==> config.mk <==
export PLATFORM = sky130hd
export DESIGN_NAME = digital_clock_top
export DESIGN_NICKNAME = d
export VERILOG_FILES = /design/src/source/clock_pkg.sv /design/src/source/time_set_if.sv /design/src/source/tick_timer.sv /design/src/source/clock_mode_fsm.sv /design/src/source/time_keeper.sv /design/src/source/alarm_match.sv /design/src/source/seg_scan.sv /design/src/source/digital_clock_top.sv
export SDC_FILE = /design/constraint.sdc
export NUM_CORES = 1
export LEC_CHECK = 0
export BUFFER_PORTS_ARGS = -buffer_cell sky130_fd_sc_hd__buf_2
export CAP_MARGIN = 20
export CORE_AREA = 2 2 103 205
export CTS_CLUSTER_SIZE = 28
export DETAILED_ROUTE_END_ITERATION = 10
export DIE_AREA = 0 0 105 207
export PLACE_DENSITY = 0.53
export SYNTH_ARGS = -nofsm -noshare
export SYNTH_HDL_FRONTEND = slang
export SYNTH_HIERARCHICAL = 1
export SYNTH_SLANG_ARGS = --single-unit
==> constraint.sdc <==
create_clock -name clk -period 8.8 [get_ports clk]
set_clock_uncertainty 0.1 [all_clocks]
set_input_delay 0.44 -clock clk [delete_from_list [all_inputs] [get_ports clk]]
set_output_delay 0.44 -clock clk [all_outputs]
set_load 0.01 [all_outputs]
==> src/source/clock_pkg.sv <==
// Shared clock types: modes, field positions, time struct, field limits, segment table
`default_nettype none

package clock_pkg;

	// Mode order follows the mode button: clock, setup, alarm
	typedef enum logic [1:0] {
		MODE_CLOCK = 2'd0,
		MODE_SETUP = 2'd1,
		MODE_ALARM = 2'd2
	} mode_t;

	// Field selected by the position button
	typedef enum logic [1:0] {
		POS_SEC  = 2'd0,
		POS_MIN  = 2'd1,
		POS_HOUR = 2'd2
	} pos_t;

	typedef struct packed {
		logic [5:0] hour;
		logic [5:0] min;
		logic [5:0] sec;
	} time_t;

	// Bit 6 is segment a, bit 0 is segment g, active high
	typedef logic [6:0] seg_t;

	parameter logic [5:0] SEC_MAX  = 6'd59;
	parameter logic [5:0] HOUR_MAX = 6'd23;
	parameter int NUM_DIGITS = 6;

	// Patterns for 0 to 9
	parameter seg_t DIGIT_SEGS [10] = '{
		7'b111_1110, 7'b011_0000, 7'b110_1101, 7'b111_1001, 7'b011_0011,
		7'b101_1011, 7'b101_1111, 7'b111_0000, 7'b111_1111, 7'b111_0011
	};

endpackage

`default_nettype wire

==> src/source/time_set_if.sv <==
// Run and field-step enables from the mode FSM to one time keeper
`timescale 1ns/1ps
`default_nettype none

interface time_set_if;

	// High lets second ticks advance the keeper
	logic run;

	// One-cycle step pulses, one field each, no carry
	logic inc_sec;
	logic inc_min;
	logic inc_hour;

	modport fsm (
		output run,
		output inc_sec,
		output inc_min,
		output inc_hour
	);

	modport keeper (
		input run,
		input inc_sec,
		input inc_min,
		input inc_hour
	);

endinterface

`default_nettype wire

==> src/source/tick_timer.sv <==
// Clock-enable divider giving a one-cycle tick every DIV cycles
`timescale 1ns/1ps
`default_nettype none

module tick_timer #(
	parameter int DIV = 50_000_000
) (
	input  wire  clk,
	input  wire  rst_n,
	output logic o_tick
);

	localparam int CNT_W = (DIV > 1) ? $clog2(DIV) : 1;
	localparam logic [CNT_W-1:0] CNT_LAST = CNT_W'(DIV - 1);

	logic [CNT_W-1:0] cnt;

	always_ff @(posedge clk or negedge rst_n) begin
		if (!rst_n) begin
			cnt <= '0;
		end else if (cnt == CNT_LAST) begin
			cnt <= '0;
		end else begin
			cnt <= cnt + 1'b1;
		end
	end

	// Tick is sampled at the edge that wraps the counter
	assign o_tick = (cnt == CNT_LAST);

	a_tick_single : assert property (@(posedge clk) disable iff (!rst_n)
		(DIV > 1) && o_tick |=> !o_tick);

endmodule

`default_nettype wire

==> src/source/clock_mode_fsm.sv <==
// Mode, field position and alarm-enable state with tick and step steering
`timescale 1ns/1ps
`default_nettype none

module clock_mode_fsm (
	input  wire        clk,
	input  wire        rst_n,
	input  wire        i_sw_mode,
	input  wire        i_sw_pos,
	input  wire        i_sw_inc,
	input  wire        i_sw_alarm,
	output logic       o_show_alarm,
	output logic       o_alarm_en,
	time_set_if.fsm    time_set,
	time_set_if.fsm    alarm_set
);

	clock_pkg::mode_t mode;
	clock_pkg::pos_t  pos;
	logic             inc_q;

	// ----------------------------------------------------------------------
	// Button state
	// ----------------------------------------------------------------------
	always_ff @(posedge clk or negedge rst_n) begin
		if (!rst_n) begin
			mode       <= clock_pkg::MODE_CLOCK;
			pos        <= clock_pkg::POS_SEC;
			o_alarm_en <= 1'b0;
			inc_q      <= 1'b0;
		end else begin
			inc_q <= i_sw_inc;
			if (i_sw_mode) begin
				case (mode)
					clock_pkg::MODE_CLOCK: mode <= clock_pkg::MODE_SETUP;
					clock_pkg::MODE_SETUP: mode <= clock_pkg::MODE_ALARM;
					default:               mode <= clock_pkg::MODE_CLOCK;
				endcase
			end
			if (i_sw_pos) begin
				case (pos)
					clock_pkg::POS_SEC: pos <= clock_pkg::POS_MIN;
					clock_pkg::POS_MIN: pos <= clock_pkg::POS_HOUR;
					default:            pos <= clock_pkg::POS_SEC;
				endcase
			end
			if (i_sw_alarm) begin
				o_alarm_en <= ~o_alarm_en;
			end
		end
	end

	// ----------------------------------------------------------------------
	// Steering
	// ----------------------------------------------------------------------
	// Time is frozen only while it is being set
	assign time_set.run  = (mode != clock_pkg::MODE_SETUP);
	assign alarm_set.run = 1'b0;

	assign time_set.inc_sec   = inc_q && (mode == clock_pkg::MODE_SETUP) &&
		(pos == clock_pkg::POS_SEC);
	assign time_set.inc_min   = inc_q && (mode == clock_pkg::MODE_SETUP) &&
		(pos == clock_pkg::POS_MIN);
	assign time_set.inc_hour  = inc_q && (mode == clock_pkg::MODE_SETUP) &&
		(pos == clock_pkg::POS_HOUR);

	assign alarm_set.inc_sec  = inc_q && (mode == clock_pkg::MODE_ALARM) &&
		(pos == clock_pkg::POS_SEC);
	assign alarm_set.inc_min  = inc_q && (mode == clock_pkg::MODE_ALARM) &&
		(pos == clock_pkg::POS_MIN);
	assign alarm_set.inc_hour = inc_q && (mode == clock_pkg::MODE_ALARM) &&
		(pos == clock_pkg::POS_HOUR);

	assign o_show_alarm = (mode == clock_pkg::MODE_ALARM);

	a_mode_legal : assert property (@(posedge clk) disable iff (!rst_n)
		mode inside {clock_pkg::MODE_CLOCK, clock_pkg::MODE_SETUP, clock_pkg::MODE_ALARM});

endmodule

`default_nettype wire

==> src/source/time_keeper.sv <==
// Hours, minutes and seconds registers with tick carry and per-field steps
`timescale 1ns/1ps
`default_nettype none

module time_keeper (
	input  wire              clk,
	input  wire              rst_n,
	input  wire              i_tick,
	time_set_if.keeper       ctrl,
	output clock_pkg::time_t o_time
);

	logic sec_last;
	logic min_last;

	// Next value of one field, back to zero past its limit
	function automatic logic [5:0] wrap_inc(input logic [5:0] value, input logic [5:0] limit);
		return (value == limit) ? 6'd0 : value + 6'd1;
	endfunction

	assign sec_last = (o_time.sec == clock_pkg::SEC_MAX);
	assign min_last = (o_time.min == clock_pkg::SEC_MAX);

	always_ff @(posedge clk or negedge rst_n) begin
		if (!rst_n) begin
			o_time <= '0;
		end else if (ctrl.run && i_tick) begin
			// Carries ripple through all fields in one edge
			o_time.sec <= wrap_inc(o_time.sec, clock_pkg::SEC_MAX);
			if (sec_last) begin
				o_time.min <= wrap_inc(o_time.min, clock_pkg::SEC_MAX);
				if (min_last) begin
					o_time.hour <= wrap_inc(o_time.hour, clock_pkg::HOUR_MAX);
				end
			end
		end else begin
			// Steps touch one field only
			if (ctrl.inc_sec) begin
				o_time.sec <= wrap_inc(o_time.sec, clock_pkg::SEC_MAX);
			end
			if (ctrl.inc_min) begin
				o_time.min <= wrap_inc(o_time.min, clock_pkg::SEC_MAX);
			end
			if (ctrl.inc_hour) begin
				o_time.hour <= wrap_inc(o_time.hour, clock_pkg::HOUR_MAX);
			end
		end
	end

	a_sec_range : assert property (@(posedge clk) disable iff (!rst_n)
		o_time.sec <= clock_pkg::SEC_MAX);
	a_min_range : assert property (@(posedge clk) disable iff (!rst_n)
		o_time.min <= clock_pkg::SEC_MAX);
	a_hour_range : assert property (@(posedge clk) disable iff (!rst_n)
		o_time.hour <= clock_pkg::HOUR_MAX);

endmodule

`default_nettype wire

==> src/source/alarm_match.sv <==
// Alarm compare with a level that holds until the alarm is disabled
`timescale 1ns/1ps
`default_nettype none

module alarm_match (
	input  wire              clk,
	input  wire              rst_n,
	input  wire clock_pkg::time_t i_time,
	input  wire clock_pkg::time_t i_alarm_time,
	input  wire              i_alarm_en,
	output logic             o_alarm
);

	logic time_hit;

	assign time_hit = (i_time == i_alarm_time);

	// Set on a match, held while enabled, cleared by the enable
	always_ff @(posedge clk or negedge rst_n) begin
		if (!rst_n) begin
			o_alarm <= 1'b0;
		end else begin
			o_alarm <= i_alarm_en && (time_hit || o_alarm);
		end
	end

endmodule

`default_nettype wire

==> src/source/seg_scan.sv <==
// Digit split, segment decode and six-digit display scan
`timescale 1ns/1ps
`default_nettype none

module seg_scan #(
	parameter int SCAN_DIV = 5_000
) (
	input  wire                                 clk,
	input  wire                                 rst_n,
	input  wire clock_pkg::time_t               i_time,
	input  wire clock_pkg::time_t               i_alarm_time,
	input  wire                                 i_show_alarm,
	output clock_pkg::seg_t                     o_seg,
	output logic [clock_pkg::NUM_DIGITS-1:0]    o_seg_enb
);

	localparam int IDX_W = $clog2(clock_pkg::NUM_DIGITS);
	localparam logic [IDX_W-1:0] IDX_LAST = IDX_W'(clock_pkg::NUM_DIGITS - 1);

	logic             scan_tick;
	logic [IDX_W-1:0] idx;
	clock_pkg::time_t shown;
	logic [3:0]       digits [clock_pkg::NUM_DIGITS];

	tick_timer #(
		.DIV    (SCAN_DIV)
	) u_scan_tick (
		.clk    (clk),
		.rst_n  (rst_n),
		.o_tick (scan_tick)
	);

	// ----------------------------------------------------------------------
	// Digit index
	// ----------------------------------------------------------------------
	always_ff @(posedge clk or negedge rst_n) begin
		if (!rst_n) begin
			idx <= '0;
		end else if (scan_tick) begin
			idx <= (idx == IDX_LAST) ? '0 : idx + 1'b1;
		end
	end

	// ----------------------------------------------------------------------
	// Digit values and decode
	// ----------------------------------------------------------------------
	assign shown = i_show_alarm ? i_alarm_time : i_time;

	// Ones digit below tens for each field
	always_comb begin
		digits[0] = 4'(shown.sec % 6'd10);
		digits[1] = 4'(shown.sec / 6'd10);
		digits[2] = 4'(shown.min % 6'd10);
		digits[3] = 4'(shown.min / 6'd10);
		digits[4] = 4'(shown.hour % 6'd10);
		digits[5] = 4'(shown.hour / 6'd10);
	end

	assign o_seg     = clock_pkg::DIGIT_SEGS[digits[idx]];
	assign o_seg_enb = ~(clock_pkg::NUM_DIGITS'(1) << idx);

	a_enb_onehot : assert property (@(posedge clk) disable iff (!rst_n)
		$onehot(~o_seg_enb));

endmodule

`default_nettype wire

==> src/source/digital_clock_top.sv <==
// Clock top: second tick, mode FSM, time and alarm keepers, alarm compare, display scan
`timescale 1ns/1ps
`default_nettype none

module digital_clock_top #(
	parameter int TICK_DIV = 50_000_000,
	parameter int SCAN_DIV = 5_000
) (
	input  wire                               clk,
	input  wire                               rst_n,
	input  wire                               i_sw_mode,
	input  wire                               i_sw_pos,
	input  wire                               i_sw_inc,
	input  wire                               i_sw_alarm,
	output clock_pkg::seg_t                   o_seg,
	output logic [clock_pkg::NUM_DIGITS-1:0]  o_seg_enb,
	output logic                              o_alarm
);

	logic             sec_tick;
	logic             show_alarm;
	logic             alarm_en;
	clock_pkg::time_t cur_time;
	clock_pkg::time_t alarm_time;

	time_set_if time_set ();
	time_set_if alarm_set ();

	tick_timer #(
		.DIV (TICK_DIV)
	) u_sec_tick (
		.clk    (clk),
		.rst_n  (rst_n),
		.o_tick (sec_tick)
	);

	clock_mode_fsm u_mode_fsm (
		.clk          (clk),
		.rst_n        (rst_n),
		.i_sw_mode    (i_sw_mode),
		.i_sw_pos     (i_sw_pos),
		.i_sw_inc     (i_sw_inc),
		.i_sw_alarm   (i_sw_alarm),
		.o_show_alarm (show_alarm),
		.o_alarm_en   (alarm_en),
		.time_set     (time_set),
		.alarm_set    (alarm_set)
	);

	// Running time
	time_keeper u_time_keeper (
		.clk    (clk),
		.rst_n  (rst_n),
		.i_tick (sec_tick),
		.ctrl   (time_set),
		.o_time (cur_time)
	);

	// Alarm time, never run by ticks
	time_keeper u_alarm_keeper (
		.clk    (clk),
		.rst_n  (rst_n),
		.i_tick (sec_tick),
		.ctrl   (alarm_set),
		.o_time (alarm_time)
	);

	alarm_match u_alarm_match (
		.clk          (clk),
		.rst_n        (rst_n),
		.i_time       (cur_time),
		.i_alarm_time (alarm_time),
		.i_alarm_en   (alarm_en),
		.o_alarm      (o_alarm)
	);

	seg_scan #(
		.SCAN_DIV (SCAN_DIV)
	) u_seg_scan (
		.clk          (clk),
		.rst_n        (rst_n),
		.i_time       (cur_time),
		.i_alarm_time (alarm_time),
		.i_show_alarm (show_alarm),
		.o_seg        (o_seg),
		.o_seg_enb    (o_seg_enb)
	);

endmodule

`default_nettype wire

======== Yosys cells after proc, flatten, opt, wreduce, memory -nomap -nowiden ========
Memories as Yosys holds them, arrays and structs flattened.
Index checks and enable logic that the tools add are counted.
storage, ports and cells
  flip-flop bits (word level) ............. 85
  ROM bits ................................ 112
  word-level logic and storage cells ...... 95
  memories kept ........................... 1
cells by class
  $add $sub $neg .......................... 9
  divide/modulo/power cells ............... 6
  order comparisons ....................... 2
  equal/unequal tests ..................... 17
  shift-type cells ........................ 1
  muxes and demuxes ....................... 23
  bitwise gates (word level) .............. 4
  reductions and logical operators ........ 18
memory list
  name             words  bits a word  rd ports  clocked after Yosys merged registers in  write ports  RTL line        source
  (no name shown)  16     7            1         0                                        0            seg_scan.sv:59  assign o_seg = clock_pkg::DIGIT_SEGS[digits[idx]];
operators by type and width
  cell                     number
  $mux W6                  10
  $add A6 B1 Y6 const B    6
  $mux W18                 2
  $add A26 B1 Y26 const B  1
  $eq A26 B26 Y1 const B   1
  $mux W26                 1
  $eq A6 B6 Y1 const B     4
  $div A6 B4 Y6 const B    3
  $eq A18 B18 Y1           1
  $mod A6 B4 Y6 const B    3
  $mux W7                  2
  $add A13 B1 Y13 const B  1
  $eq A13 B13 Y1 const B   1
  $mux W13                 1
  $bmux W4 S3              1
  $eq A6 B5 Y1 const B     2
  $mux W12                 1
  $logic_and A1 B1 Y1      10
  $mux W4                  2
  $pmux W2 S2              2
  $ne A2 B1 Y1 const B     3
  $not A6 Y6               1
  $reduce_bool A2 Y1       3
  $shl A1 B3 Y6 const A    1
  14 further kinds         17

======== Longest topological paths before layout ========
  word-level depth ........................ 10
  mapped depth ............................ 19
  gate-level depth less buffers ........... 17

======== By module ========
The synthesis kept the hierarchy.
modules (own cells, without submodules)
  module                               instances  cells an instance  area each (um^2)  seq. area each (um^2)
  time_keeper                          2          96                 984.7             450.4
  seg_scan                             1          232                1706.6            75.1
  tick_timer (u_sec_tick)              1          134                1337.5            650.6
  tick_timer (u_seg_scan.u_scan_tick)  1          54                 608.1             325.3
  clock_mode_fsm                       1          29                 290.3             150.1
  alarm_match                          1          26                 227.7             25.0

======== Worst setup path before layout ========
Ideal clock, no wire load.
  kind .................................... reg2out
  start ................................... register u_mode_fsm.mode[0]
  end ..................................... output o_seg[3]
  arrival ................................. 3971 ps
  required time ........................... 8260 ps
  setup slack ............................. 4289 ps
  cell stages (with the launch flop) ...... 18
  cell sequence ........................... dfrtp_1 -> nor2_1 -> buf_6 -> buf_6 -> mux2_4 -> inv_2 -> ha_1 -> nor2b_1 -> o211ai_1 -> a21oi_1 -> a311oi_2 -> a311oi_1 -> a21boi_0 -> o311ai_1 -> inv_1 -> ha_1 -> or4b_4 -> o211ai_2
between the ends
  word-level cells in the longest chain between the ends .. 10
  elaborated cells between the ends (all ways) .. 15
RTL lines
  item                                             RTL line                 source
  start, declared                                  clock_mode_fsm.sv:18     clock_pkg::mode_t mode;
  start signal, assigned                           clock_mode_fsm.sv:27     mode <= clock_pkg::MODE_CLOCK;
  start signal, assigned                           clock_mode_fsm.sv:35     clock_pkg::MODE_CLOCK: mode <= clock_pkg::MODE_SETUP;
  start signal, assigned                           clock_mode_fsm.sv:36     clock_pkg::MODE_SETUP: mode <= clock_pkg::MODE_ALARM;
  $eq A2 B2 Y1 (*)                                 clock_mode_fsm.sv:74     assign o_show_alarm = (mode == clock_pkg::MODE_ALARM);
  via show_alarm                                   digital_clock_top.sv:21  logic show_alarm;
  $mux W18 (*)                                     seg_scan.sv:47           assign shown = i_show_alarm ? i_alarm_time : i_time;
  $div A6 B4 Y6, or another cell as far along      seg_scan.sv:56           digits[5] = 4'(shown.hour / 6'd10);
  $bmux W4 S3 (*)                                  seg_scan.sv:59
  $mux W4 (not written as such) (*) (2 in series)  seg_scan.sv:59
  $not A4 Y5 (not written as such) (*)             seg_scan.sv:59
  $mem_v2 Z16 W7 (*)                               --
  $mux W7 (not written as such) (*) (2 in series)  seg_scan.sv:59
  end, declared                                    digital_clock_top.sv:15  output clock_pkg::seg_t o_seg,
The timed path passes the listed nets; every way through them passes the cells marked *. The select of a mux whose other input is x is not followed.

======== Worst setup path in the final report ========
Ends and elaborated chain as after synthesis.

==> metrics.cfg <==
[layout]
nNetsFinal = 713
fillerInstances = 2198
drive_above_1_share_pct = 13.2
fin_cells = 957
seqCellArea_um2 = 2130
fin_util_pct = 33.7
multiInputGateArea_um2 = 3820
antenna_cells = 0
syn_to_final_growth_pct = 10.9

[sta]
hold_viol = 0
rsz0062_at_grt = false
layout_min_cycle_time_ns = 5.44
relSlewSlack_pct = 39.8
setup_viol = 0
finalCritPeriodShare_pct = 61.8
tightest_slew_ns = 0.877
report.final.slew_viol_count = 0
setup_slack_ns = 3.36
tns_ns = 0
fin_hold_ws_ns = 0.117
fmax_mhz = 184

[yosys]
avgSynthCellArea_um2 = 9.20
synth_edf_count = 0
synth_ff_type = dfrtp_1
async_flop_share_pct = 100
seq_area_frac_synth_pct = 34.6
syn_nets = 694
synth_cells = 667
synth_seq_cells = 85
synthDistinctLibCells = 90
synth_area_um2 = 6140
yosysWarnings = 6

[floorplan]
dieArea_um2 = 21700
die_width_um = 105
row_count = 74
io_pins = 20
die_h_um = 207
coreArea_um2 = 20200
initial_utilization_pct = 30.4

[grt]
antenna_found_initial = 0
grt_usage_pct = 13.4
grt_start_max_net_pins = 66
grt_overflow_total = 0
grt_pass1_wl_um = 24500
first_global_vias = 4918

[power]
leakage_nw = 2.79
p_per_area_nw_per_um2 = 212
vdd_drop_max_v = 0.000120

[clocking]
cts_buffer_depth = 2
cts_sinks = 85
cts-resized-gates = 0
clk_pin_slew_ns = 0.06
cts_setup_buffers = 0
cts-buffers-inserted = 9
htree_levels = 3
cts_root_buffer = clkbuf_16
cts_tree = built
clk_latency_ns = 0.34

[placed_design]
portBuffers = 19
gp_congestion = 0.850
post-place-cells = 940
hpwlAfterDp_um = 10300
pre_cts_slack_ns = 3.76

[setup_path]
critPathRequiredTime_ns = 8.26
endpoint_kind = output pin
worstPathMaxFanout = 26
critPathArrivalTime_ns = 4.90
critPathKind = reg2out
startpoint_type = flop

[drt]
vias = 5074
drt-initial-drc-count = 285
viasPerCell = 5.30
ant_nets = 0
wl_per_cell_um = 14.7
wl_um = 14100
firstDrtPassIters = 4
drc_errors = 0

[run_status]
status = completed

[run]
drv_cap = 0

[min_path]
hold_path_class = in2reg

where the power goes:
part | total [mW] | leakage [nW] | internal, mW | switching, mW
clock | 0.389 | 0.150 | 0.236 | 0.153
combinational | 0.529 | 1.52 | 0.239 | 0.290
sequential | 0.529 | 1.12 | 0.439 | 0.0902
final cells by class:
class / instances / share of cell area [%]
timing repair buffer: 23 / 1.91
multi-input combinational: 541 / 56.1
tap: 266 / 4.89
clock inverter: 3 / 0.643
sequential: 85 / 31.2
clock buffer: 13 / 3.82
inverter: 26 / 1.43
worst paths after layout:
| check | depth (start not counted) | end | slack [ns] | startpoint |
|---|---|---|---|---|
| worst max-delay path | 17 | o_seg[3] | 3.36 | u_mode_fsm/mode[0] |
| worst min-delay path | 1 | u_mode_fsm/inc_q | 0.12 | i_sw_inc |
| worst max register to register | 7 | u_time_keeper/o_time[16] | 5.99 | u_sec_tick/cnt[2] |
| worst min register to register | 1 | u_seg_scan/u_scan_tick/cnt[0] | 0.39 | u_seg_scan/u_scan_tick/cnt[0] |
| max in group asynchronous | 3 | u_time_keeper/o_time[4] | 7.01 | rst_n |
| min in group asynchronous | 2 | u_sec_tick/cnt[7] | 0.43 | rst_n |
cells in the mapped netlist (all sizes together) (17+ instances only):
master | count | area [um2]
dfrtp | 85 | 2130
nand2 | 54 | 205
o21ai | 45 | 229
nor2 | 42 | 158
a21oi | 41 | 243
nand3 | 31 | 155
xnor2 | 27 | 236
inv | 26 | 97.6
mux2 | 23 | 270
ha | 21 | 263
xor2 | 21 | 184
nand4 | 20 | 176
nor3 | 17 | 85.1
per-layer routing:
layer / vias up / global-route usage (%) / share of wire (%)
met3: 22 / 1.92 / 2.8
met5: - / 0 / 0
li1: 2527 / - / -
met4: 0 / 4.14 / 1.6
met1: 2450 / 18.9 / 49
met2: 75 / 21.1 / 47
flip-flops by register name, indices dropped and copies added (netlist names):
register,cells
u_time_keeper/o_time,18
u_alarm_match/o_alarm,1
u_seg_scan/idx,3
u_mode_fsm/pos,2
u_sec_tick/cnt,26
u_mode_fsm/o_alarm_en,1
u_alarm_keeper/o_time,18
u_seg_scan/u_scan_tick/cnt,13
u_mode_fsm/mode,2
u_mode_fsm/inc_q,1
through the flow:
step           power (mW)  instance area, um2
5_1_grt              1.56                6810
3_5_place_dp         1.07                6500
3_3_place_gp         1.06                6500
4_1_cts              1.46                6810
6_report             1.45                6810
2_1_floorplan       0.932                6140
placed cells by master (no fill, tap or decap), types with 6 or more instances in the layout:
master,n
dfrtp_1,85
nand2_1,53
nor2_1,41
o21ai_0,38
a21oi_1,37
nand3_1,31
xnor2_1,27
xor2_1,21
ha_1,21
inv_1,20
buf_2,18
mux2_2,17
nor3_1,17
and3_1,16
nand4_1,16
nor2b_1,11
mux2i_1,11
or3_1,11
nand2b_1,10
a21o_1,10
clkbuf_16,9
o31ai_1,9
a21boi_0,8
a211oi_1,8
nor4_1,8
and2_1,7
o211ai_1,7
inv_2,6
o21ai_1,6
cell families (layout without fill, tap and decap cells):
family / count (synthesis) / in the layout / share of synthesized area [%]
buffers and inverters: 41 / 65 / 3.18
and+or+nand+nor: 260 / 260 / 24.3
other: 1 / 1 / 0.0611
xor gates and xnor gates: 48 / 48 / 6.85
muxes: 36 / 36 / 6.79
adders and majority gates: 21 / 21 / 4.28
DFF: 85 / 85 / 34.6
AOI/OAI and AO/OA: 175 / 175 / 19.9
worst max-delay path, cell delays in order (launching register included):
cell and delay (ns):
dfrtp_1 0.42, nor2_2 0.11, buf_4 0.36, mux2_4 0.37, inv_2 0.12, ha_1 0.26, nor2b_1 0.17, o211ai_1 0.16
a21oi_1 0.09, a311oi_2 0.42, a311oi_1 0.15, a21boi_0 0.16, o311ai_1 0.64, inv_1 0.14, ha_1 0.23, or4b_4 0.53
o211ai_2 0.07, buf_2 0.14
timing repair:
action / CTS / global route
endpoints found under the hold margin: 20 / 0
hold buffers: 1 / 0
endpoints found under the setup margin: 0 / 0
No activity file was read; power rests on OpenSTA's default activity.
